File: config.mk
export PLATFORM = sky130hd
export DESIGN_NAME = instruction_decode
export DESIGN_NICKNAME = d
export VERILOG_FILES = /design/src/design/mips_isa_pkg.sv /design/src/design/mips_pipe_pkg.sv /design/src/design/instruction_decode.sv /design/src/design/register_file.sv
export VERILOG_INCLUDE_DIRS = /design/src /design/src/design
export SDC_FILE = /design/constraint.sdc
export NUM_CORES = 2
export LEC_CHECK = 0
export ABC_CLOCK_PERIOD_IN_PS = 7800
export BUFFER_PORTS_ARGS = -buffer_cell sky130_fd_sc_hd__clkbuf_2
export CORE_MARGIN = 3
export CORE_UTILIZATION = 60
export DETAILED_ROUTE_END_ITERATION = 16
export PLACE_DENSITY = 0.77
export RECOVER_POWER = 100
export SYNTH_ARGS = -nofsm -noshare
export SYNTH_HDL_FRONTEND = slang
export SYNTH_HIERARCHICAL = 1
export SYNTH_SLANG_ARGS = --single-unit
File: constraint.sdc
create_clock -name i_clock -period 7.8 [get_ports i_clock]
set_input_delay 0.39 -clock i_clock [delete_from_list [all_inputs] [get_ports i_clock]]
set_output_delay 0.39 -clock i_clock [all_outputs]
set_load 0.01 [all_outputs]
File: src/design/mips_cfg.svh
`ifndef MIPS_CFG_SVH
`define MIPS_CFG_SVH

// Datapath word width in bits.
`define MIPS_DATA_WIDTH 32

// Number of general purpose registers.
`define MIPS_REG_COUNT 32

// Instruction word width in bits.
`define MIPS_INSTR_WIDTH 32

// Width of the ALU control code.
`define MIPS_ALU_CTRL_WIDTH 4

// Data memory depth in words as a power of two.
`define MIPS_DMEM_DEPTH 64

`endif

File: src/design/mips_isa_pkg.sv
package mips_isa_pkg;

    `include "mips_cfg.svh"

    //////////////////////////////
    // Basic widths.
    //////////////////////////////
    typedef logic [`MIPS_DATA_WIDTH - 1 : 0]         word_t;
    typedef logic [$clog2(`MIPS_REG_COUNT) - 1 : 0] reg_idx_t;
    typedef logic [15 : 0]                          imm_t;
    typedef logic [`MIPS_INSTR_WIDTH - 1 : 0]       instr_t;

    // R-format field layout.
    typedef struct packed {
        logic [5 : 0] opcode;
        reg_idx_t     rs;
        reg_idx_t     rt;
        reg_idx_t     rd;
        logic [4 : 0] shamt;
        logic [5 : 0] funct;
    } r_instr_t;

    // I-format field layout.
    typedef struct packed {
        logic [5 : 0] opcode;
        reg_idx_t     rs;
        reg_idx_t     rt;
        imm_t         imm;
    } i_instr_t;

    //////////////////////////////
    // Encodings.
    //////////////////////////////
    typedef enum logic [5 : 0] {
        R_TYPE = 6'h00,
        ADDI   = 6'h08,
        SLTI   = 6'h0A,
        ANDI   = 6'h0C,
        ORI    = 6'h0D,
        LW     = 6'h23,
        SW     = 6'h2B
    } opcode_e;

    // Function field of R-type words.
    typedef enum logic [5 : 0] {
        ADD = 6'h20,
        SUB = 6'h22,
        AND = 6'h24,
        OR  = 6'h25,
        NOR = 6'h27,
        SLT = 6'h2A
    } funct_e;

endpackage

File: src/design/mips_pipe_pkg.sv
package mips_pipe_pkg;

    `include "mips_cfg.svh"

    import mips_isa_pkg::*;

    // Classic MIPS ALU control codes.
    typedef enum logic [`MIPS_ALU_CTRL_WIDTH - 1 : 0] {
        ALU_AND = 4'b0000,
        ALU_OR  = 4'b0001,
        ALU_ADD = 4'b0010,
        ALU_SUB = 4'b0110,
        ALU_SLT = 4'b0111,
        ALU_NOR = 4'b1100
    } alu_op_e;

    //////////////////////////////
    // Stage control.
    //////////////////////////////
    typedef struct packed {
        logic    reg_dst;
        logic    alu_src;
        alu_op_e alu_op;
        logic    reg_write;
        logic    mem_read;
        logic    mem_write;
        logic    mem_to_reg;
    } ex_ctrl_t;

    //////////////////////////////
    // Stage registers.
    //////////////////////////////
    typedef struct packed {
        logic     valid;
        ex_ctrl_t ctrl;
        word_t    data_a;
        word_t    data_b;
        word_t    imm_ext;
        reg_idx_t rt;
        reg_idx_t rd;
    } id_ex_t;

    // Execute results with the controls left for memory and writeback.
    typedef struct packed {
        logic     valid;
        logic     reg_write;
        logic     mem_read;
        logic     mem_write;
        logic     mem_to_reg;
        word_t    result;
        word_t    store_data;
        reg_idx_t dest;
    } ex_mem_t;

    typedef struct packed {
        logic     valid;
        reg_idx_t dest;
        word_t    data;
    } wb_t;

endpackage

File: src/design/instruction_decode.sv
`timescale 1ns/100ps

module instruction_decode
    import mips_isa_pkg::*, mips_pipe_pkg::*;
(
    input  logic   i_clock,
    input  logic   i_soft_reset,
    input  logic   i_enable_pipeline,
    input  logic   i_instr_valid,
    input  instr_t i_instr,
    input  wb_t    i_wb,
    output id_ex_t o_id_ex
);

    localparam int EXT_BITS = $bits(word_t) - $bits(imm_t);

    r_instr_t r_fields;
    i_instr_t i_fields;
    ex_ctrl_t ctrl;
    logic     id_valid;
    logic     zero_ext;
    word_t    imm_ext;
    word_t    rd_data_a;
    word_t    rd_data_b;

    assign r_fields = r_instr_t'(i_instr);
    assign i_fields = i_instr_t'(i_instr);

    //////////////////////////////
    // Control decode.
    //////////////////////////////
    always_comb begin
        ctrl        = '0;
        ctrl.alu_op = ALU_ADD;
        id_valid    = i_instr_valid;
        zero_ext    = 1'b0;
        case (r_fields.opcode)
            R_TYPE: begin
                ctrl.reg_dst   = 1'b1;
                ctrl.reg_write = 1'b1;
                case (r_fields.funct)
                    ADD:     ctrl.alu_op = ALU_ADD;
                    SUB:     ctrl.alu_op = ALU_SUB;
                    AND:     ctrl.alu_op = ALU_AND;
                    OR:      ctrl.alu_op = ALU_OR;
                    NOR:     ctrl.alu_op = ALU_NOR;
                    SLT:     ctrl.alu_op = ALU_SLT;
                    default: id_valid = 1'b0;
                endcase
            end
            ADDI: begin
                ctrl.alu_src   = 1'b1;
                ctrl.reg_write = 1'b1;
            end
            SLTI: begin
                ctrl.alu_src   = 1'b1;
                ctrl.reg_write = 1'b1;
                ctrl.alu_op    = ALU_SLT;
            end
            ANDI, ORI: begin
                ctrl.alu_src   = 1'b1;
                ctrl.reg_write = 1'b1;
                ctrl.alu_op    = (r_fields.opcode == ANDI) ? ALU_AND : ALU_OR;
                zero_ext       = 1'b1;
            end
            LW: begin
                ctrl.alu_src    = 1'b1;
                ctrl.reg_write  = 1'b1;
                ctrl.mem_read   = 1'b1;
                ctrl.mem_to_reg = 1'b1;
            end
            SW: begin
                ctrl.alu_src   = 1'b1;
                ctrl.mem_write = 1'b1;
            end
            default: id_valid = 1'b0;
        endcase
        // A bubble carries no side effects.
        if (!id_valid) begin
            ctrl = '0;
        end
    end

    // Logic ops take the immediate unsigned.
    assign imm_ext = zero_ext ? {{EXT_BITS{1'b0}}, i_fields.imm}
                              : {{EXT_BITS{i_fields.imm[15]}}, i_fields.imm};

    register_file u_register_file (
        .i_clock      (i_clock),
        .i_soft_reset (i_soft_reset),
        .i_rd_idx_a   (i_fields.rs),
        .i_rd_idx_b   (i_fields.rt),
        .i_wr_en      (i_wb.valid & i_enable_pipeline),
        .i_wr_idx     (i_wb.dest),
        .i_wr_data    (i_wb.data),
        .o_rd_data_a  (rd_data_a),
        .o_rd_data_b  (rd_data_b)
    );

    always_ff @(posedge i_clock) begin
        if (~i_soft_reset) begin
            o_id_ex <= '0;
        end else if (i_enable_pipeline) begin
            o_id_ex.valid   <= id_valid;
            o_id_ex.ctrl    <= ctrl;
            o_id_ex.data_a  <= rd_data_a;
            o_id_ex.data_b  <= rd_data_b;
            o_id_ex.imm_ext <= imm_ext;
            o_id_ex.rt      <= r_fields.rt;
            o_id_ex.rd      <= r_fields.rd;
        end
    end

endmodule

File: src/design/register_file.sv
`timescale 1ns/100ps

`include "mips_cfg.svh"

module register_file
    import mips_isa_pkg::*;
(
    input  logic     i_clock,
    input  logic     i_soft_reset,
    input  reg_idx_t i_rd_idx_a,
    input  reg_idx_t i_rd_idx_b,
    input  logic     i_wr_en,
    input  reg_idx_t i_wr_idx,
    input  word_t    i_wr_data,
    output word_t    o_rd_data_a,
    output word_t    o_rd_data_b
);

    word_t regs [`MIPS_REG_COUNT];

    // Register zero reads zero and a same-cycle write passes through.
    function automatic word_t read_port(input reg_idx_t idx);
        word_t value;
        if (idx == '0) begin
            value = '0;
        end else if (i_wr_en && (idx == i_wr_idx)) begin
            value = i_wr_data;
        end else begin
            value = regs[idx];
        end
        return value;
    endfunction

    always_ff @(posedge i_clock) begin
        if (~i_soft_reset) begin
            for (int i = 0; i < `MIPS_REG_COUNT; i++) begin
                regs[i] <= '0;
            end
        end else if (i_wr_en) begin
            regs[i_wr_idx] <= i_wr_data;
        end
    end

    always_comb begin
        o_rd_data_a = read_port(i_rd_idx_a);
        o_rd_data_b = read_port(i_rd_idx_b);
    end

endmodule

---- Word level (Yosys, flattened, before mapping) ----
Memories as Yosys holds them, arrays and structs flattened.
Cells that the tools add are included.
storage, ports and cells
  register bits after elaboration ......... 117
  RAM bits ................................ 1,024
  input bits .............................. 74
  output and inout port bits .............. 117
  logic and storage cells ................. 63
  memories ................................ 1
memories
  name                  depth  width  rd ports  clocked after Yosys merged registers in  wr ports  line                 source
  u_register_file.regs  32     32     2         0                                        32        register_file.sv:19  word_t regs [`MIPS_REG_COUNT];
cells by class
  equal/unequal tests ..................... 14
  mux-type cells .......................... 24
  bitwise gates (word level) .............. 1
  reduce and logical (&&, ||, !) cells .... 10
operators with widths
  operator            count
  $mux 32             6
  $eq 6x6->1 const B  8
  $reduce_or 32->1    1
  $eq 6x4->1 const B  4
  $pmux 4 s5          1
  $reduce_or 6->1     3
  $mux 1              13
  $pmux 4 s3          1
  $eq 5x5->1          2
  $logic_not 5->1     2
  $mux 10             1
  $logic_not 6->1     1
  $mux 5              1
  $logic_and 1x1->1   2
  $pmux 1 s2          1
  $reduce_or 2->1     1
  $and 1x1->1         1

---- Longest topological paths before layout ----
  depth in word-level cells ............... 6
  gate-level depth with buffers ........... 12
  depth with buffers taken out ............ 7

---- Modules after synthesis ----
Netlist, hierarchy kept.
modules (own cells, without submodules)
  module              times used  cells an instance  area each (um^2)  seq. area each (um^2)
  register_file       1           3,838              55,223.0          30,749.5
  instruction_decode  1           372                3,967.6           1,921.8

---- Least setup slack after synthesis ----
No wires, ideal clock.
  path type ............................... in2reg
  from .................................... in i_enable_pipeline
  to ...................................... mem u_register_file/regs[24][0] in the netlist's numbering, enable pin
  library setup time ...................... 0.466 ns
  data arrival time ....................... 4.115 ns
  required time ........................... 7.334 ns
  slack ................................... 3.219 ns
  cell stages on the path ................. 8
  path buffers ............................ 4
  cells stage by stage .................... clkbuf_1 > clkbuf_1 > and2_1 > nand2_1 > or3_1 > clkbuf_1 > clkbuf_1 > o21ai_0
RTL lines
  what             line                     source
  start, declared  instruction_decode.sv:8  input logic i_enable_pipeline,
  end, declared    register_file.sv:19

==> impl_metrics.py <==
metrics = {
    "clock_tree": {
        "cts.sink_count": 1120,
        "clock_transition_at_the_registers_of_the_reported_paths_ns": 0.06,
        "postCtsSetupRepairBufs": 0,
        "clock_tree.root_cell": "sky130_fd_sc_hd__clkbuf_16",
        "cts-buffers-inserted": 118,
        "clk_latency_ns": 0.73,
        "clock_tree.htree_level_count": 3,
        "clock_path_buffers": 3,
        "tritoncts_clock_tree": "done",
    },
    "yosys": {
        "synth_ff_type": "sky130_fd_sc_hd__edfxtp_1",
        "ys_ff_latch": 1120,
        "synth-seq-area-share_pct": 55.2,
        "synthesis.area_per_instance_sq_um": 14.1,
        "synth.mux.area_fraction_pct": 21.4,
        "synth_cell_types": 60,
        "yosys_warn_count": 6,
        "largest_family_of_logic_cells_by_synthesized_area": "multiplexers",
        "synth_simple_gate_area_share_pct": 13.4,
        "synth-edff-count": 1024,
        "synth_xor_area_share_pct": 0.148,
        "asyncSetResetFlopFracSynth_pct": 0,
        "netlist_area_sq_um": 59200,
        "syn_nets": 4284,
        "synth_compound_gate_area_share_pct": 6.12,
        "syn-instance-count": 4210,
        "synth-adder-area-share_pct": 0,
    },
    "sta": {
        "timing.final.ws_setup_ns": 2.26,
        "setup_viol": 0,
        "timing.clock.skew_ns": 0.0192,
        "hold_viol": 0,
        "rsz0062_at_grt": "no",
        "tightest_slew_ns": 4.16,
        "drv_slew": 144,
        "fin_crit_share_pct": 71.0,
        "maxClockFrequency_mhz": 180,
        "max_slew_headroom_pct": -177,
        "post-route-min-period_ns": 5.54,
        "setup-tns-final_ns": 0,
    },
    "placed_design": {
        "pre_cts_slack_ns": 3.99,
        "gp_routability_congestion": 0.940,
        "detailedPlacementHpwl_mm": 122,
        "place.port_buffers": 190,
    },
    "detailed_routing": {
        "via_per_inst": 7.31,
        "num_vias": 40800,
        "ant_nets": 0,
        "wl_mm": 206,
        "wire_per_inst_um": 36.9,
        "drt_iter0_markers": 6691,
        "drc": 0,
        "drt-pass1-iter-count": 8,
    },
    "cells_and_area": {
        "layout-area-overhead-vs-synth_pct": 9.55,
        "filler_cell_count": 6893,
        "commonest_non_fill_non_tap_cell_in_the_layout": "sky130_fd_sc_hd__edfxtp_1",
        "most-common-layout-cells": "sky130_fd_sc_hd__edfxtp_1 (1024), sky130_fd_sc_hd__and2_1 (647), sky130_fd_sc_hd__mux2i_1 (410)",
        "layout-drive-gt1-share_pct": 18.8,
        "finish.net_count": 4257,
    },
    "global_routing": {
        "globalRouteTotalUtil_pct": 39.8,
        "grt_overflow": 0,
        "grt_pass1_vias": 40300,
        "antenna_found_initial": 18,
        "pin_count_of_the_biggest_net_entering_global_routing": 97,
        "grt_pass1_wl_mm": 290,
    },
    "setup_path": {
        "reg2reg_depth": 6,
        "crit_type": "in2reg",
        "regToRegStartpoint": "u_register_file/regs[27][11]",
        "worst_setup_path_start_kind": "primary input",
        "worstPathMaxFanout": 57,
        "worst_ep_arrival_time_ns": 6.13,
        "critPathCaptureType": "flop",
        "worst-endpoint-required_ns": 8.39,
        "crit_path_end": "u_register_file/regs[1][17]",
        "ff2ff_setup_slack_ns": 4.98,
        "critical_path.startpoint": "i_enable_pipeline",
        "rr_endpoint": "o_id_ex[53]",
    },
    "power": {
        "total_leakage_power_nw": 22.5,
        "power.ir.vdd_worst_uv": 195,
        "power.density_nw_per_um2": 224,
    },
    "run_status": {
        "violations": "max-capacitance violations, max-slew violations",
        "status": "finished, violations left",
    },
    "job": {
        "maxcap_viol_count": 4,
    },
    "worst_hold_path": {
        "hp-class": "in2reg",
    },
    "die": {
        "die_outline_width_um": 320,
        "num_rows": 114,
        "design.core.area_sq_um": 97300,
        "initial_utilization_pct": 60.8,
        "io_pins": 191,
        "die-area_sq_um": 102000,
        "chip_height_um": 320,
    },
}
cells by family (layout without fill, tap and decap cells):
family	Yosys count	count (layout)
XOR/XNOR	10	10
multiplexers	795	795
AND/OR/NAND/NOR	1310	1310
AO/OA/AOI/OAI	508	508
other	0	11
buffers and inverters	467	545
flip-flops	1120	1120
timing repair:
action | CTS | global route
hold endpoints to repair | 15 | 0
resized for setup | 0 | 0
hold buffers | 15 | 0
cells in the mapped netlist, types with 4 or more instances:
library cell | instances | area, sq um
sky130_fd_sc_hd__o21ai_0 | 99 | 495
sky130_fd_sc_hd__and2_1 | 1029 | 6440
sky130_fd_sc_hd__a32oi_1 | 10 | 87.6
sky130_fd_sc_hd__nand3b_1 | 5 | 37.5
sky130_fd_sc_hd__buf_2 | 82 | 410
sky130_fd_sc_hd__nor2_1 | 53 | 199
sky130_fd_sc_hd__a31oi_1 | 10 | 62.6
sky130_fd_sc_hd__xnor2_1 | 10 | 87.6
sky130_fd_sc_hd__o221a_2 | 14 | 158
sky130_fd_sc_hd__a221oi_1 | 25 | 219
sky130_fd_sc_hd__a22oi_1 | 112 | 841
sky130_fd_sc_hd__dfxtp_1 | 96 | 1920
sky130_fd_sc_hd__buf_1 | 8 | 30.0
sky130_fd_sc_hd__o2111ai_1 | 6 | 52.6
sky130_fd_sc_hd__buf_6 | 26 | 293
sky130_fd_sc_hd__edfxtp_1 | 1024 | 30700
sky130_fd_sc_hd__a32o_1 | 32 | 320
sky130_fd_sc_hd__nand2b_1 | 9 | 56.3
sky130_fd_sc_hd__o22ai_1 | 38 | 238
sky130_fd_sc_hd__clkbuf_1 | 303 | 1140
sky130_fd_sc_hd__o221ai_1 | 38 | 333
sky130_fd_sc_hd__buf_4 | 42 | 315
sky130_fd_sc_hd__mux4_2 | 377 | 8490
sky130_fd_sc_hd__a21oi_1 | 66 | 330
sky130_fd_sc_hd__nand2_1 | 76 | 285
sky130_fd_sc_hd__a211oi_1 | 32 | 240
sky130_fd_sc_hd__mux2i_1 | 410 | 4100
sky130_fd_sc_hd__nand4_1 | 4 | 25.0
sky130_fd_sc_hd__a221o_1 | 12 | 120
sky130_fd_sc_hd__mux2_2 | 8 | 90.1
sky130_fd_sc_hd__nor2b_1 | 95 | 594
sky130_fd_sc_hd__nand3_1 | 14 | 70.1
layout make-up:
| class | count | area [sq um] | area share, % |
|---|---|---|---|
| sequential | 1120 | 32700 | 50.4 |
| clock buffer | 174 | 3360 | 5.18 |
| inverter | 4 | 15.0 | 0.0232 |
| clock inverter | 51 | 548 | 0.845 |
| tap | 1276 | 1600 | 2.46 |
| multi-input combinational | 2623 | 24700 | 38.1 |
| antenna | 11 | 27.5 | 0.0424 |
| timing repair buffer | 316 | 1900 | 2.93 |
worst min-delay path by stage:
stage	start	end	slack, ns	depth (start not counted)
final	i_instr[2]	o_id_ex[12]	0.02	3
after global routing	i_instr[0]	o_id_ex[10]	0.05	3
after CTS	i_instr[2]	o_id_ex[12]	0.001	3
after detailed placement	o_id_ex[113]	o_id_ex[113]	0.46	2
after global placement	o_id_ex[110]	o_id_ex[110]	0.44	2
after floorplan	o_id_ex[113]	o_id_ex[113]	0.48	2
worst max-delay path: stages:
cell	delay, ns
sky130_fd_sc_hd__clkbuf_1	2.85
sky130_fd_sc_hd__and2_0	0.47
sky130_fd_sc_hd__nand2_1	0.12
sky130_fd_sc_hd__nor2_1	0.18
sky130_fd_sc_hd__nand2_1	0.08
sky130_fd_sc_hd__buf_4	0.26
sky130_fd_sc_hd__nor2_1	0.90
sky130_fd_sc_hd__buf_4	0.60
sky130_fd_sc_hd__and2_1	0.20
flip-flops by register name (all words and copies together) (netlist names):
signal / count
o_id_ex: 96
u_register_file/regs: 1024
where the power goes:
| group | switching [W] | internal [W] |
|---|---|---|
| combinational | 0.00108 | 0.000656 |
| sequential | 0.000203 | 0.00687 |
| clock | 0.00239 | 0.00331 |
| total | 0.00367 | 0.0108 |
through the flow:
step | cell area [sq um] | utilization, % | hold WS (ns) | cells | power, W
final | 64800 | 66.7 | 0.0247 | 5575 | 0.0145
after CTS | 65100 | 67.0 | 0.00112 | 5564 | 0.0145
after floorplan | 59200 | - | 0.478 | 4210 | 0.00818
after global routing | 64800 | 66.6 | 0.0495 | 5565 | 0.0148
after detailed placement | 61100 | 62.8 | 0.457 | 5324 | 0.00885
after global placement | 61100 | 62.8 | 0.440 | 5324 | 0.00881
layer usage:
layer	vias to the layer above	wire, um	global-route usage [%]
met5	-	58	0
met3	899	31100	12.6
met1	20200	67500	50.9
met2	3675	88200	57.8
li1	16000	-	-
met4	8	18900	28.9
Power figures use the tool's default switching activity.
