## src/design/mips_cfg.svh

```systemverilog
`ifndef MIPS_CFG_SVH
`define MIPS_CFG_SVH

// Datapath word width in bits.
`define MIPS_DATA_WIDTH 32

// Number of general purpose registers.
`define MIPS_REG_COUNT 32

// Instruction word width in bits.
`define MIPS_INSTR_WIDTH 32

// Width of the ALU control code.
`define MIPS_ALU_CTRL_WIDTH 4

// Data memory depth in words as a power of two.
`define MIPS_DMEM_DEPTH 64

`endif

```

## src/design/mips_isa_pkg.sv

```systemverilog
package mips_isa_pkg;

    `include "mips_cfg.svh"

    //////////////////////////////
    // Basic widths.
    //////////////////////////////
    typedef logic [`MIPS_DATA_WIDTH - 1 : 0]         word_t;
    typedef logic [$clog2(`MIPS_REG_COUNT) - 1 : 0] reg_idx_t;
    typedef logic [15 : 0]                          imm_t;
    typedef logic [`MIPS_INSTR_WIDTH - 1 : 0]       instr_t;

    // R-format field layout.
    typedef struct packed {
        logic [5 : 0] opcode;
        reg_idx_t     rs;
        reg_idx_t     rt;
        reg_idx_t     rd;
        logic [4 : 0] shamt;
        logic [5 : 0] funct;
    } r_instr_t;

    // I-format field layout.
    typedef struct packed {
        logic [5 : 0] opcode;
        reg_idx_t     rs;
        reg_idx_t     rt;
        imm_t         imm;
    } i_instr_t;

    //////////////////////////////
    // Encodings.
    //////////////////////////////
    typedef enum logic [5 : 0] {
        R_TYPE = 6'h00,
        ADDI   = 6'h08,
        SLTI   = 6'h0A,
        ANDI   = 6'h0C,
        ORI    = 6'h0D,
        LW     = 6'h23,
        SW     = 6'h2B
    } opcode_e;

    // Function field of R-type words.
    typedef enum logic [5 : 0] {
        ADD = 6'h20,
        SUB = 6'h22,
        AND = 6'h24,
        OR  = 6'h25,
        NOR = 6'h27,
        SLT = 6'h2A
    } funct_e;

endpackage

```

## src/design/mips_pipe_pkg.sv

```systemverilog
package mips_pipe_pkg;

    `include "mips_cfg.svh"

    import mips_isa_pkg::*;

    // Classic MIPS ALU control codes.
    typedef enum logic [`MIPS_ALU_CTRL_WIDTH - 1 : 0] {
        ALU_AND = 4'b0000,
        ALU_OR  = 4'b0001,
        ALU_ADD = 4'b0010,
        ALU_SUB = 4'b0110,
        ALU_SLT = 4'b0111,
        ALU_NOR = 4'b1100
    } alu_op_e;

    //////////////////////////////
    // Stage control.
    //////////////////////////////
    typedef struct packed {
        logic    reg_dst;
        logic    alu_src;
        alu_op_e alu_op;
        logic    reg_write;
        logic    mem_read;
        logic    mem_write;
        logic    mem_to_reg;
    } ex_ctrl_t;

    //////////////////////////////
    // Stage registers.
    //////////////////////////////
    typedef struct packed {
        logic     valid;
        ex_ctrl_t ctrl;
        word_t    data_a;
        word_t    data_b;
        word_t    imm_ext;
        reg_idx_t rt;
        reg_idx_t rd;
    } id_ex_t;

    // Execute results with the controls left for memory and writeback.
    typedef struct packed {
        logic     valid;
        logic     reg_write;
        logic     mem_read;
        logic     mem_write;
        logic     mem_to_reg;
        word_t    result;
        word_t    store_data;
        reg_idx_t dest;
    } ex_mem_t;

    typedef struct packed {
        logic     valid;
        reg_idx_t dest;
        word_t    data;
    } wb_t;

endpackage

```

## src/design/alu.sv

```systemverilog
`timescale 1ns/100ps

module alu
    import mips_isa_pkg::*, mips_pipe_pkg::*;
(
    input  alu_op_e i_alu_op,
    input  word_t   i_data_a,
    input  word_t   i_data_b,
    output word_t   o_result
);

    logic less_than;

    // Signed compare for slt and slti.
    assign less_than = $signed(i_data_a) < $signed(i_data_b);

    always_comb begin
        case (i_alu_op)
            ALU_AND: begin
                o_result = i_data_a & i_data_b;
            end
            ALU_OR: begin
                o_result = i_data_a | i_data_b;
            end
            ALU_ADD: begin
                o_result = i_data_a + i_data_b;
            end
            ALU_SUB: begin
                o_result = i_data_a - i_data_b;
            end
            ALU_SLT: begin
                o_result = word_t'(less_than);
            end
            ALU_NOR: begin
                o_result = ~(i_data_a | i_data_b);
            end
            default: begin
                o_result = '0;
            end
        endcase
    end

endmodule

```

## src/design/top_execute.sv

```systemverilog
`timescale 1ns/100ps

module top_execute
    import mips_isa_pkg::*, mips_pipe_pkg::*;
(
    input  logic    i_clock,
    input  logic    i_soft_reset,
    input  logic    i_enable_pipeline,
    input  id_ex_t  i_id_ex,
    output ex_mem_t o_ex_mem
);

    reg_idx_t dest;
    word_t    operand_b;
    word_t    alu_result;

    //////////////////////////////
    // Operand and destination.
    //////////////////////////////

    // R-type writes rd, I-type writes rt.
    assign dest = i_id_ex.ctrl.reg_dst ? i_id_ex.rd : i_id_ex.rt;

    // Register or extended immediate.
    assign operand_b = i_id_ex.ctrl.alu_src ? i_id_ex.imm_ext : i_id_ex.data_b;

    alu u_alu (
        .i_alu_op (i_id_ex.ctrl.alu_op),
        .i_data_a (i_id_ex.data_a),
        .i_data_b (operand_b),
        .o_result (alu_result)
    );

    //////////////////////////////
    // EX/MEM register.
    //////////////////////////////
    always_ff @(posedge i_clock) begin
        if (~i_soft_reset) begin
            o_ex_mem <= '0;
        end else if (i_enable_pipeline) begin
            o_ex_mem.valid      <= i_id_ex.valid;
            o_ex_mem.reg_write  <= i_id_ex.ctrl.reg_write;
            o_ex_mem.mem_read   <= i_id_ex.ctrl.mem_read;
            o_ex_mem.mem_write  <= i_id_ex.ctrl.mem_write;
            o_ex_mem.mem_to_reg <= i_id_ex.ctrl.mem_to_reg;
            o_ex_mem.result     <= alu_result;
            // Stores take the rt operand.
            o_ex_mem.store_data <= i_id_ex.data_b;
            o_ex_mem.dest       <= dest;
        end
    end

endmodule

```

## config.mk

```make
export PLATFORM = sky130hd
export DESIGN_NAME = top_execute
export DESIGN_NICKNAME = d
export VERILOG_FILES = /design/src/design/mips_isa_pkg.sv /design/src/design/mips_pipe_pkg.sv /design/src/design/alu.sv /design/src/design/top_execute.sv
export VERILOG_INCLUDE_DIRS = /design/src /design/src/design
export SDC_FILE = /design/constraint.sdc
export NUM_CORES = 1
export LEC_CHECK = 0
export ABC_AREA = 1
export BUFFER_PORTS_ARGS = -buffer_cell sky130_fd_sc_hd__buf_2
export CORE_UTILIZATION = 40
export DETAILED_ROUTE_END_ITERATION = 10
export PLACE_DENSITY = 0.7
export SLEW_MARGIN = 20
export SYNTH_ARGS = -nofsm -noshare
export SYNTH_HDL_FRONTEND = slang
export SYNTH_HIERARCHICAL = 1
export SYNTH_SLANG_ARGS = --single-unit
```

## constraint.sdc

```tcl
create_clock -name i_clock -period 7.1 [get_ports i_clock]
set_clock_uncertainty 0.1 [all_clocks]
set_input_delay 0.71 -clock i_clock [delete_from_list [all_inputs] [get_ports i_clock]]
set_output_delay 0.71 -clock i_clock [all_outputs]
set_load 0.03 [all_outputs]
```

* Yosys cells after proc, flatten, opt, wreduce, memory -nomap -nowiden *
Index checks and enable logic that the tools add are counted.

storage, ports and cells
  input port bits = 120
  memories = 0
  memory bits (writable) = 0
  bits in registers = 74
  logic and storage cells = 23
  bits in read-only memories = 0
  latch bits = 0

cells by class
  reduce and logical (&&, ||, !) cells = 1
  $mul = 0
  equal/unequal tests = 5
  mux-type cells = 3
  bitwise gates (word level) = 3
  shift operators = 0
  divide/modulo/power cells = 0
  add/sub/neg operators = 2
  $lt $le $gt $ge = 1

operators with widths
  cell                                                             number
  32-bit case mux with 6 select lines                              1
  32-bit adder                                                     1
  32-bit AND                                                       1
  32-bit less-than comparator                                      1
  32-bit 2-to-1 mux                                                1
  32-bit NOT                                                       1
  32-bit bitwise OR                                                1
  32-bit subtractor                                                1
  4-bit by 3-bit == test with 1-bit output, second input constant  2
  5-bit 2-to-1 mux                                                 1
  4-bit by 1-bit == test with 1-bit output, second input constant  1
  4-bit by 2-bit == test with 1-bit output, second input constant  1
  4-bit == test, second input constant                             1
  4-bit zero test                                                  1

* Longest topological paths before layout *
Gate-level depths: netlist of the first run.

  depth after elaboration = 4
  mapped depth = 21

* By module *
Netlist of the first run, hierarchy kept.

modules (own cells, without submodules)
  module       instances  sequential area each (um^2)  cells each  area each (um^2)
  alu          1          0.0                          1282        6452.4
  top_execute  1          1481.4                       412         2974.1

* Worst setup path after synthesis of the first run *
Ideal clock, no wire load.

  kind = input port to flip-flop
  start = input port i_id_ex[114] in the netlist's numbering
  end = register o_ex_mem[68] in the netlist's numbering
  arrival = 2766 ps
  buffers on the path = 3
  required time = 6884 ps
  slack = 4118 ps
  setup time = 116 ps
  stages = 18
  path through = buf_2 clkbuf_1 o21ai_0 inv_1 ha_1 buf_2 nor2_1 inv_1 nor2_1 nand2_1 nor2_1 nand2_1 nand2_1 nand2_1 nand3_1 nand3_1 nor2_1 nor2_1

RTL lines
  element                                            line                  text
  from (decl)                                        top_execute.sv:9      input id_ex_t i_id_ex,
  32-bit 2-to-1 mux (*)                              top_execute.sv:25     assign operand_b = i_id_ex.ctrl.alu_src ? i_id_ex.imm_ext : i_id_ex.data_b;
  net operand_b[15]                                  top_execute.sv:14     word_t operand_b;
  32-bit subtractor or 32-bit adder (tied branches)  alu.sv:29, alu.sv:26
  32-bit case mux with 6 select lines (*)            alu.sv:18             case (i_alu_op)
  net alu_result[31]                                 top_execute.sv:15     word_t alu_result;
  to (decl)                                          top_execute.sv:10     output ex_mem_t o_ex_mem

The timed path passes the listed nets; every way through them passes the cells marked *.
A chain may end at the register's enable or synchronous reset.

* Worst setup path after layout of the first run *
  start = input port i_id_ex[114] in the netlist's numbering
  end = register o_ex_mem[51] in the netlist's numbering

Same word-level chain as after synthesis.

==> impl_metrics.json, run 1 <==
{
  "status": "finished clean",
  "p_int_w": 0.000983,
  "cap_violations": 0,
  "yosysMostFrequentCell": "nand2_1",
  "core-area_um2": 22800,
  "drv_slew": 0,
  "clk_pin_slew_ns": 0.06,
  "postCtsResizedCells": 0,
  "synth_area_um2": 9430,
  "synth_nets": 1918,
  "cp-startpoint": "i_id_ex[114]",
  "largestRegisters": "o_ex_mem (74)",
  "critPathBufInv": 2,
  "combPwrFrac_pct": 44.8,
  "critPathCaptureType": "flop",
  "hpwlAfterDp_mm": 28.4,
  "worstMarginPinSlew_ns": 1.15,
  "cp_max_fo": 64,
  "cp_cell_sequence": "buf_2 > o21ai_0 > inv_1 > ha_1 > nand2_2 > nor2_4 > and3_1 > nand2_1 > nand2_1 > nand2_1 > nand3_1 > nand3_1 > nor2_1 > nor2_1",
  "synth_cell_type_count": 42,
  "power_density_nw_per_um2": 163,
  "setup_viol_count_final": 0,
  "regMostFlops": "o_ex_mem",
  "clkSinkCount": 74,
  "grt_max_degree": 113,
  "grt_usage_pct": 29.2,
  "crit_top_cell": "nand2_1",
  "n_antenna_cell": 0,
  "synth_edf_count": 0,
  "grt_pass1_wl_mm": 54.2,
  "synthTopCellsByCount": "468 x nand2_1, 326 x inv_1, 210 x nor2_1",
  "seq_area_um2": 1480,
  "fill_cells": 2585,
  "seq_area_frac_synth_pct": 15.7,
  "ys.flop_type": "dfxtp_1",
  "die_w_um": 156,
  "grt_antenna_before_repair": 2,
  "overflow": 0,
  "syn_area_per_cell_um2": 5.56,
  "cts_setup_buffers": 0,
  "io_buffers": 193,
  "hold_path.class": "reg2reg",
  "wl_mm": 35.8,
  "p_total_w": 0.00176,
  "cp_top_family": "simple AND/OR/NAND/NOR gates",
  "synth_top_area_cell": "nand2_1",
  "max-vdd-ir-drop_mv": 0.125,
  "critPathLaunchType": "input pin",
  "die_y_um": 156,
  "critical_path_class": "in2reg",
  "first_global_vias": 9990,
  "multiInputGateArea_um2": 6360,
  "switching_share_pct": 44.0,
  "clkPwrFrac_pct": 29.0,
  "viasPerCell": 5.18,
  "nNetsFinal": 2063,
  "htreeDepth": 3,
  "netlist_top_cells_area": "nand2_1 19%, dfxtp_1 16%, ha_1 14%, inv_1 13%, nor2_1 8.4%",
  "routedWlPerCell_um": 16.6,
  "synth_cells": 1694,
  "clkLatencyLatePin_ns": 0.35,
  "finalSetupTns_ns": 0,
  "antenna_left": 0,
  "cpPeakStageDelay_ns": 0.89,
  "p_seq_share_pct": 26.2,
  "synth_seq_cells": 74,
  "rsz0062_at_grt": "no",
  "drc_errors": 0,
  "place.gp.congestion": 1.08,
  "die_area_um2": 24200,
  "initial_core_util_pct": 41.3,
  "setup_slack_ns": 3.20,
  "async_flop_share_pct": 0,
  "drt-pass1-iter-count": 6,
  "final_util_pct": 47.3,
  "finalCriticalPeriod_ns": 3.90,
  "largest_register_ff_count": 74,
  "row_count": 55,
  "relSlewSlack_pct": 22.6,
  "hold_start": "o_ex_mem[71]",
  "cts_root_buf": "clkbuf_16",
  "cts_buffers": 9,
  "area_delta_synth_final_pct": 14.6,
  "io-pin-count": 194,
  "drive_gt1_share_pct": 12.9,
  "cellLeakagePower_nw": 6.42,
  "worstPathArrival_ns": 4.04,
  "cts_hold_buffers": 0,
  "post-place-ws_ns": 2.97,
  "synth_top_area_share_pct": 18.6,
  "crit_slowest_cell": "o21ai_0",
  "drt_iter0_markers": 1208,
  "finalHoldViolCount": 0,
  "required_ns": 7.24,
  "switching_power_w": 0.000774,
  "cts_buffer_depth": 2,
  "cts_tree": "built",
  "r2r-start": "o_ex_mem[65]",
  "fmax_ghz": 0.256,
  "vias": 11200,
  "period_share_pct": 55.0,
  "yosys_warnings": 6
}
## kinds of logic (layout without fill, tap and decap cells)
| kind of cell | after synthesis | count (layout) | share of synthesized area, % |
|---|---|---|---|
| compound gates | 248 | 248 | 15.0 |
| buf+inv | 395 | 544 | 16.9 |
| simple gates | 868 | 868 | 38.0 |
| fa+ha+maj | 104 | 104 | 14.0 |
| xor+xnor | 5 | 5 | 0.465 |
| flops | 74 | 74 | 15.7 |
## power groups by stage
stage / Sequential, W / Clock, W / Combinational, W
after floorplan: 0.000522 / 0 / 0.000477
after global placement: 0.000468 / 0 / 0.000756
after detailed placement: 0.000468 / 0 / 0.000762
after CTS: 0.000460 / 0.000520 / 0.000765
after global routing: 0.000463 / 0.000535 / 0.000860
final: 0.000460 / 0.000510 / 0.000787
## tightest hold or removal path: stages, from the launching register on
cell	delay (ns)
dfxtp_1	0.32
o21ai_0	0.07
nor2_1	0.07
## area by class of cell
| type | count | area share (%) |
|---|---|---|
| tap | 313 | 3.63 |
| timing repair buffer | 199 | 9.36 |
| sequential | 74 | 13.7 |
| clock buffer | 9 | 2.09 |
| multi-input combinational | 1225 | 58.9 |
| inverter | 330 | 11.5 |
| clock inverter | 6 | 0.834 |
## placed cells by master (no fill, tap or decap), drive strengths merged, types with 2 or more instances in the layout
cell	count
nand2	471
inv	330
nor2	216
buf	199
nand3	144
o21ai	122
ha	102
a21oi	78
dfxtp	74
a221oi	29
nand4	14
nor3	10
clkbuf	9
o21bai	9
xor2	5
nor4	5
and3	4
o211ai	4
clkinv	3
bufinv	2
o221ai	2
and2	2
fa	2
## per-stage QoR
| stage | hold WS [ns] | cells | area [µm²] |
|---|---|---|---|
| CTS | 0.399 | 2156 | 10800 |
| floorplan | 0.522 | 1694 | 9430 |
| finish | 0.398 | 2156 | 10800 |
| global route | 0.420 | 2156 | 10800 |
| global placement | 0.366 | 2141 | 10500 |
| detailed placement | 0.377 | 2141 | 10500 |
## per-layer routing
metal  GRT usage, %  up-vias  routed length (µm)
li1               -     5572                   -
met1           42.5     4935               16100
met2           44.1      613               15000
met3           4.68       42                4060
met4           7.98        2                 619
met5              0        -                  13
## final timing paths
kind,endpoint,cells after the start,slack (ns)
worst min register to register,o_ex_mem[71],2,0.40
worst min-delay path,o_ex_mem[71],2,0.40
worst max register to register,o_ex_mem[65],2,6.25
worst max-delay path,o_ex_mem[51],14,3.20
Power figures use the tool's default switching activity.
==> run 2: changes to the inputs <==
Settings changed: ABC_AREA 1 to 0, PLACE_DENSITY 0.7 to 0.72.
Clock period 7.1 ns to 3.8 ns, I/O delays scaled along.
==> run 2 against run 1 <==
Compared with the run above: core utilization up 6.1 points; die area down 18%; sequential power up 82%; flip-flop and latch count unchanged; global-route usage down 6.7 points; critical path depth up 4; total power up 77%; wire length down 37%; clock power up 92%; first-iteration DRC count down 65%; sequential share of layout area up 1.1 points; critical path type unchanged; highest routed layer is now met4.
==> impl_metrics.json, run 2 <==
{
  "regMostFlops": "o_ex_mem",
  "drive_gt1_share_pct": 30.9,
  "netlist_top_cells_area": "dfxtp_1 19%, ha_1 17%, mux2i_1 10%, nor2b_1 5.9%, a21oi_1 4.9%",
  "row_count": 50,
  "layout_commonest_cell": "buf_2",
  "synth_nets": 1184,
  "grt.busiest_layer": "met2",
  "clkLatencyLatePin_ns": 0.35,
  "routedWlPerCell_um": 15.5,
  "cts_buffer_depth": 2,
  "placedCellCount": 1437,
  "cellLeakagePower_nw": 5.03,
  "final_util_pct": 53.3,
  "synth_seq_cells": 74,
  "nNetsFinal": 1443,
  "core-area_um2": 18800,
  "clkSinkCount": 74,
  "die_y_um": 141,
  "largest_register_ff_count": 74,
  "vias": 7633,
  "layout_common_cells": "190 x buf_2, 114 x buf_4, 94 x ha_1",
  "critical_path_class": "in2reg",
  "seq_area_frac_synth_pct": 19.3,
  "reg2regPathDepth": 2,
  "worstMarginPinSlew_ns": 0.624,
  "met1_usage_pct": 29.5,
  "dpl_cell_area_um2": 9480,
  "fmax_ghz": 0.275,
  "met2_usage_pct": 37.0,
  "multiInputGateArea_um2": 5670,
  "drv_slew": 0,
  "place.gp.congestion": 0.946,
  "relSlewSlack_pct": 58.4,
  "synthTopCellsByCount": "102 x ha_1, 96 x inv_1, 85 x nor2_1",
  "drt-pass1-iter-count": 5,
  "synth_top_area_share_pct": 19.3,
  "ys.flop_type": "dfxtp_1",
  "max-vdd-ir-drop_mv": 0.218,
  "rsz0062_at_grt": "no",
  "grt_antenna_before_repair": 1,
  "finalHoldViolCount": 0,
  "power_density_nw_per_um2": 311,
  "cts_buffers": 9,
  "required_ns": 3.94,
  "overflow": 0,
  "io_buffers": 193,
  "finalNonFillerCells": 1459,
  "wl_mm": 22.6,
  "grt_max_degree": 75,
  "holdPathStages": 3,
  "yosys_warnings": 6,
  "grt_pass1_wl_mm": 35.8,
  "post-place-ws_ns": -0.321,
  "io-pin-count": 194,
  "seq_area_um2": 1480,
  "drt_iter0_markers": 428,
  "yosysMostFrequentCell": "ha_1",
  "cts_root_buf": "clkbuf_16",
  "critPathLaunchType": "input pin",
  "setup_slack_ns": 0.170,
  "worstPathArrival_ns": 3.77,
  "htreeDepth": 3,
  "cap_violations": 0,
  "finalCriticalPeriod_ns": 3.63,
  "drc_errors": 0,
  "synth_edf_count": 0,
  "critPathCaptureType": "flop",
  "async_flop_share_pct": 0,
  "synth_cell_type_count": 58,
  "die_w_um": 141,
  "grt_use_met3_pct": 4.59,
  "syn_area_per_cell_um2": 8.01,
  "grt_usage_pct": 22.5,
  "hold_path.class": "in2reg",
  "period_share_pct": 95.5,
  "initial_core_util_pct": 41.0,
  "cp_max_fo": 8,
  "clk_pin_slew_ns": 0.06,
  "viasPerCell": 5.23,
  "setup_viol_count_final": 0,
  "synth_area_um2": 7690,
  "synth_cells": 960,
  "fill_cells": 1797,
  "first_global_vias": 7260,
  "area_delta_synth_final_pct": 30.2,
  "antenna_left": 0,
  "status": "finished clean",
  "largestRegisters": "o_ex_mem (74)",
  "synth_top_area_cell": "dfxtp_1",
  "hpwlAfterDp_mm": 17.2,
  "die_area_um2": 19800,
  "stdcell_area_um2": 10000,
  "cts_tree": "built"
}
==> run 2: cell count changes after synthesis, sizes merged, moves of 10 or more <==
cell / change
nand2: -443
inv: -233
nor2: -131
clkbuf: +10
mux2i: +78
nand4: -12
nand3: -131
xnor2: +27
buf: -16
o21ai: -58
nor2b: +72
mux2: +32
==> run 2: final cells by class <==
class / count / share of cell area, %
diodes: 1 / 0.0250
flip-flops and latches: 74 / 14.8
clock inverters: 4 / 0.725
inverters: 96 / 3.60
repair buffers: 307 / 18.6
clock buffers: 12 / 2.66
multi-input cells: 731 / 56.7
well taps: 234 / 2.92
==> run 2: kinds of logic (layout without fill, tap and decap cells) <==
family                     after synthesis  in the layout  share of synthesized area [%]
xor gates and xnor gates                29             29                           3.30
DFF                                     74             74                           19.3
muxes                                  110            110                           14.8
adders and majority gates              104            104                           17.1
AOI/OAI and AO/OA                      251            251                           21.0
buffers and inverters                  155            419                           9.10
and+or+nand+nor                        237            237                           15.4
other                                    0              1                              0
==> run 2: routing by layer <==
metal	vias to the layer above	wire length [µm]
li1	3857	-
met1	3517	10800
met2	238	10000
met3	21	1400
met4	0	400
met5	-	0
==> run 2: worst paths after layout <==
check               start      endpoint  slack (ns)
min          i_id_ex[108]  o_ex_mem[71]        0.19
max reg2reg  o_ex_mem[72]  o_ex_mem[72]        3.06
min reg2reg  o_ex_mem[22]  o_ex_mem[22]        0.41
max          i_id_ex[114]  o_ex_mem[65]        0.17
==> run 2: power breakdown <==
group / internal, W / total [W] / leakage [nW] / switching, W
Clock: 0.000628 / 0.000979 / 0.165 / 0.000351
Combinational: 0.000589 / 0.00130 / 4.26 / 0.000708
Sequential: 0.000818 / 0.000838 / 0.607 / 0.0000195
Total: 0.00204 / 0.00311 / 5.03 / 0.00108
==> run 2: stage by stage <==
| stage | setup TNS [ns] | hold WS, ns | power (W) |
|---|---|---|---|
| after global routing | 0 | 0.206 | 0.00330 |
| after floorplan | 0 | 0.449 | 0.00166 |
| final | 0 | 0.187 | 0.00311 |
| after global placement | -2.26 | 0.390 | 0.00209 |
| after CTS | 0 | 0.181 | 0.00309 |
| after detailed placement | -2.92 | 0.394 | 0.00210 |
==> run 2: worst max-delay path, cell delays in order <==
cell	delay, ns
buf_6	0.14
buf_12	0.14
mux2_2	0.35
inv_2	0.09
ha_4	0.18
and3_4	0.20
nand3_1	0.08
a211o_1	0.32
a311oi_2	0.34
a41oi_2	0.19
o21ai_2	0.18
a21oi_2	0.08
or4_1	0.41
a32oi_1	0.23
xnor2_1	0.15
o21ai_1	0.07
mux2i_1	0.16
nor2b_1	0.07
==> run 2: timing repair <==
action,4_1_cts,5_1_grt
gates resized for setup,0,23
setup endpoints to repair,0,12
setup buffers,0,4
hold buffers,0,0
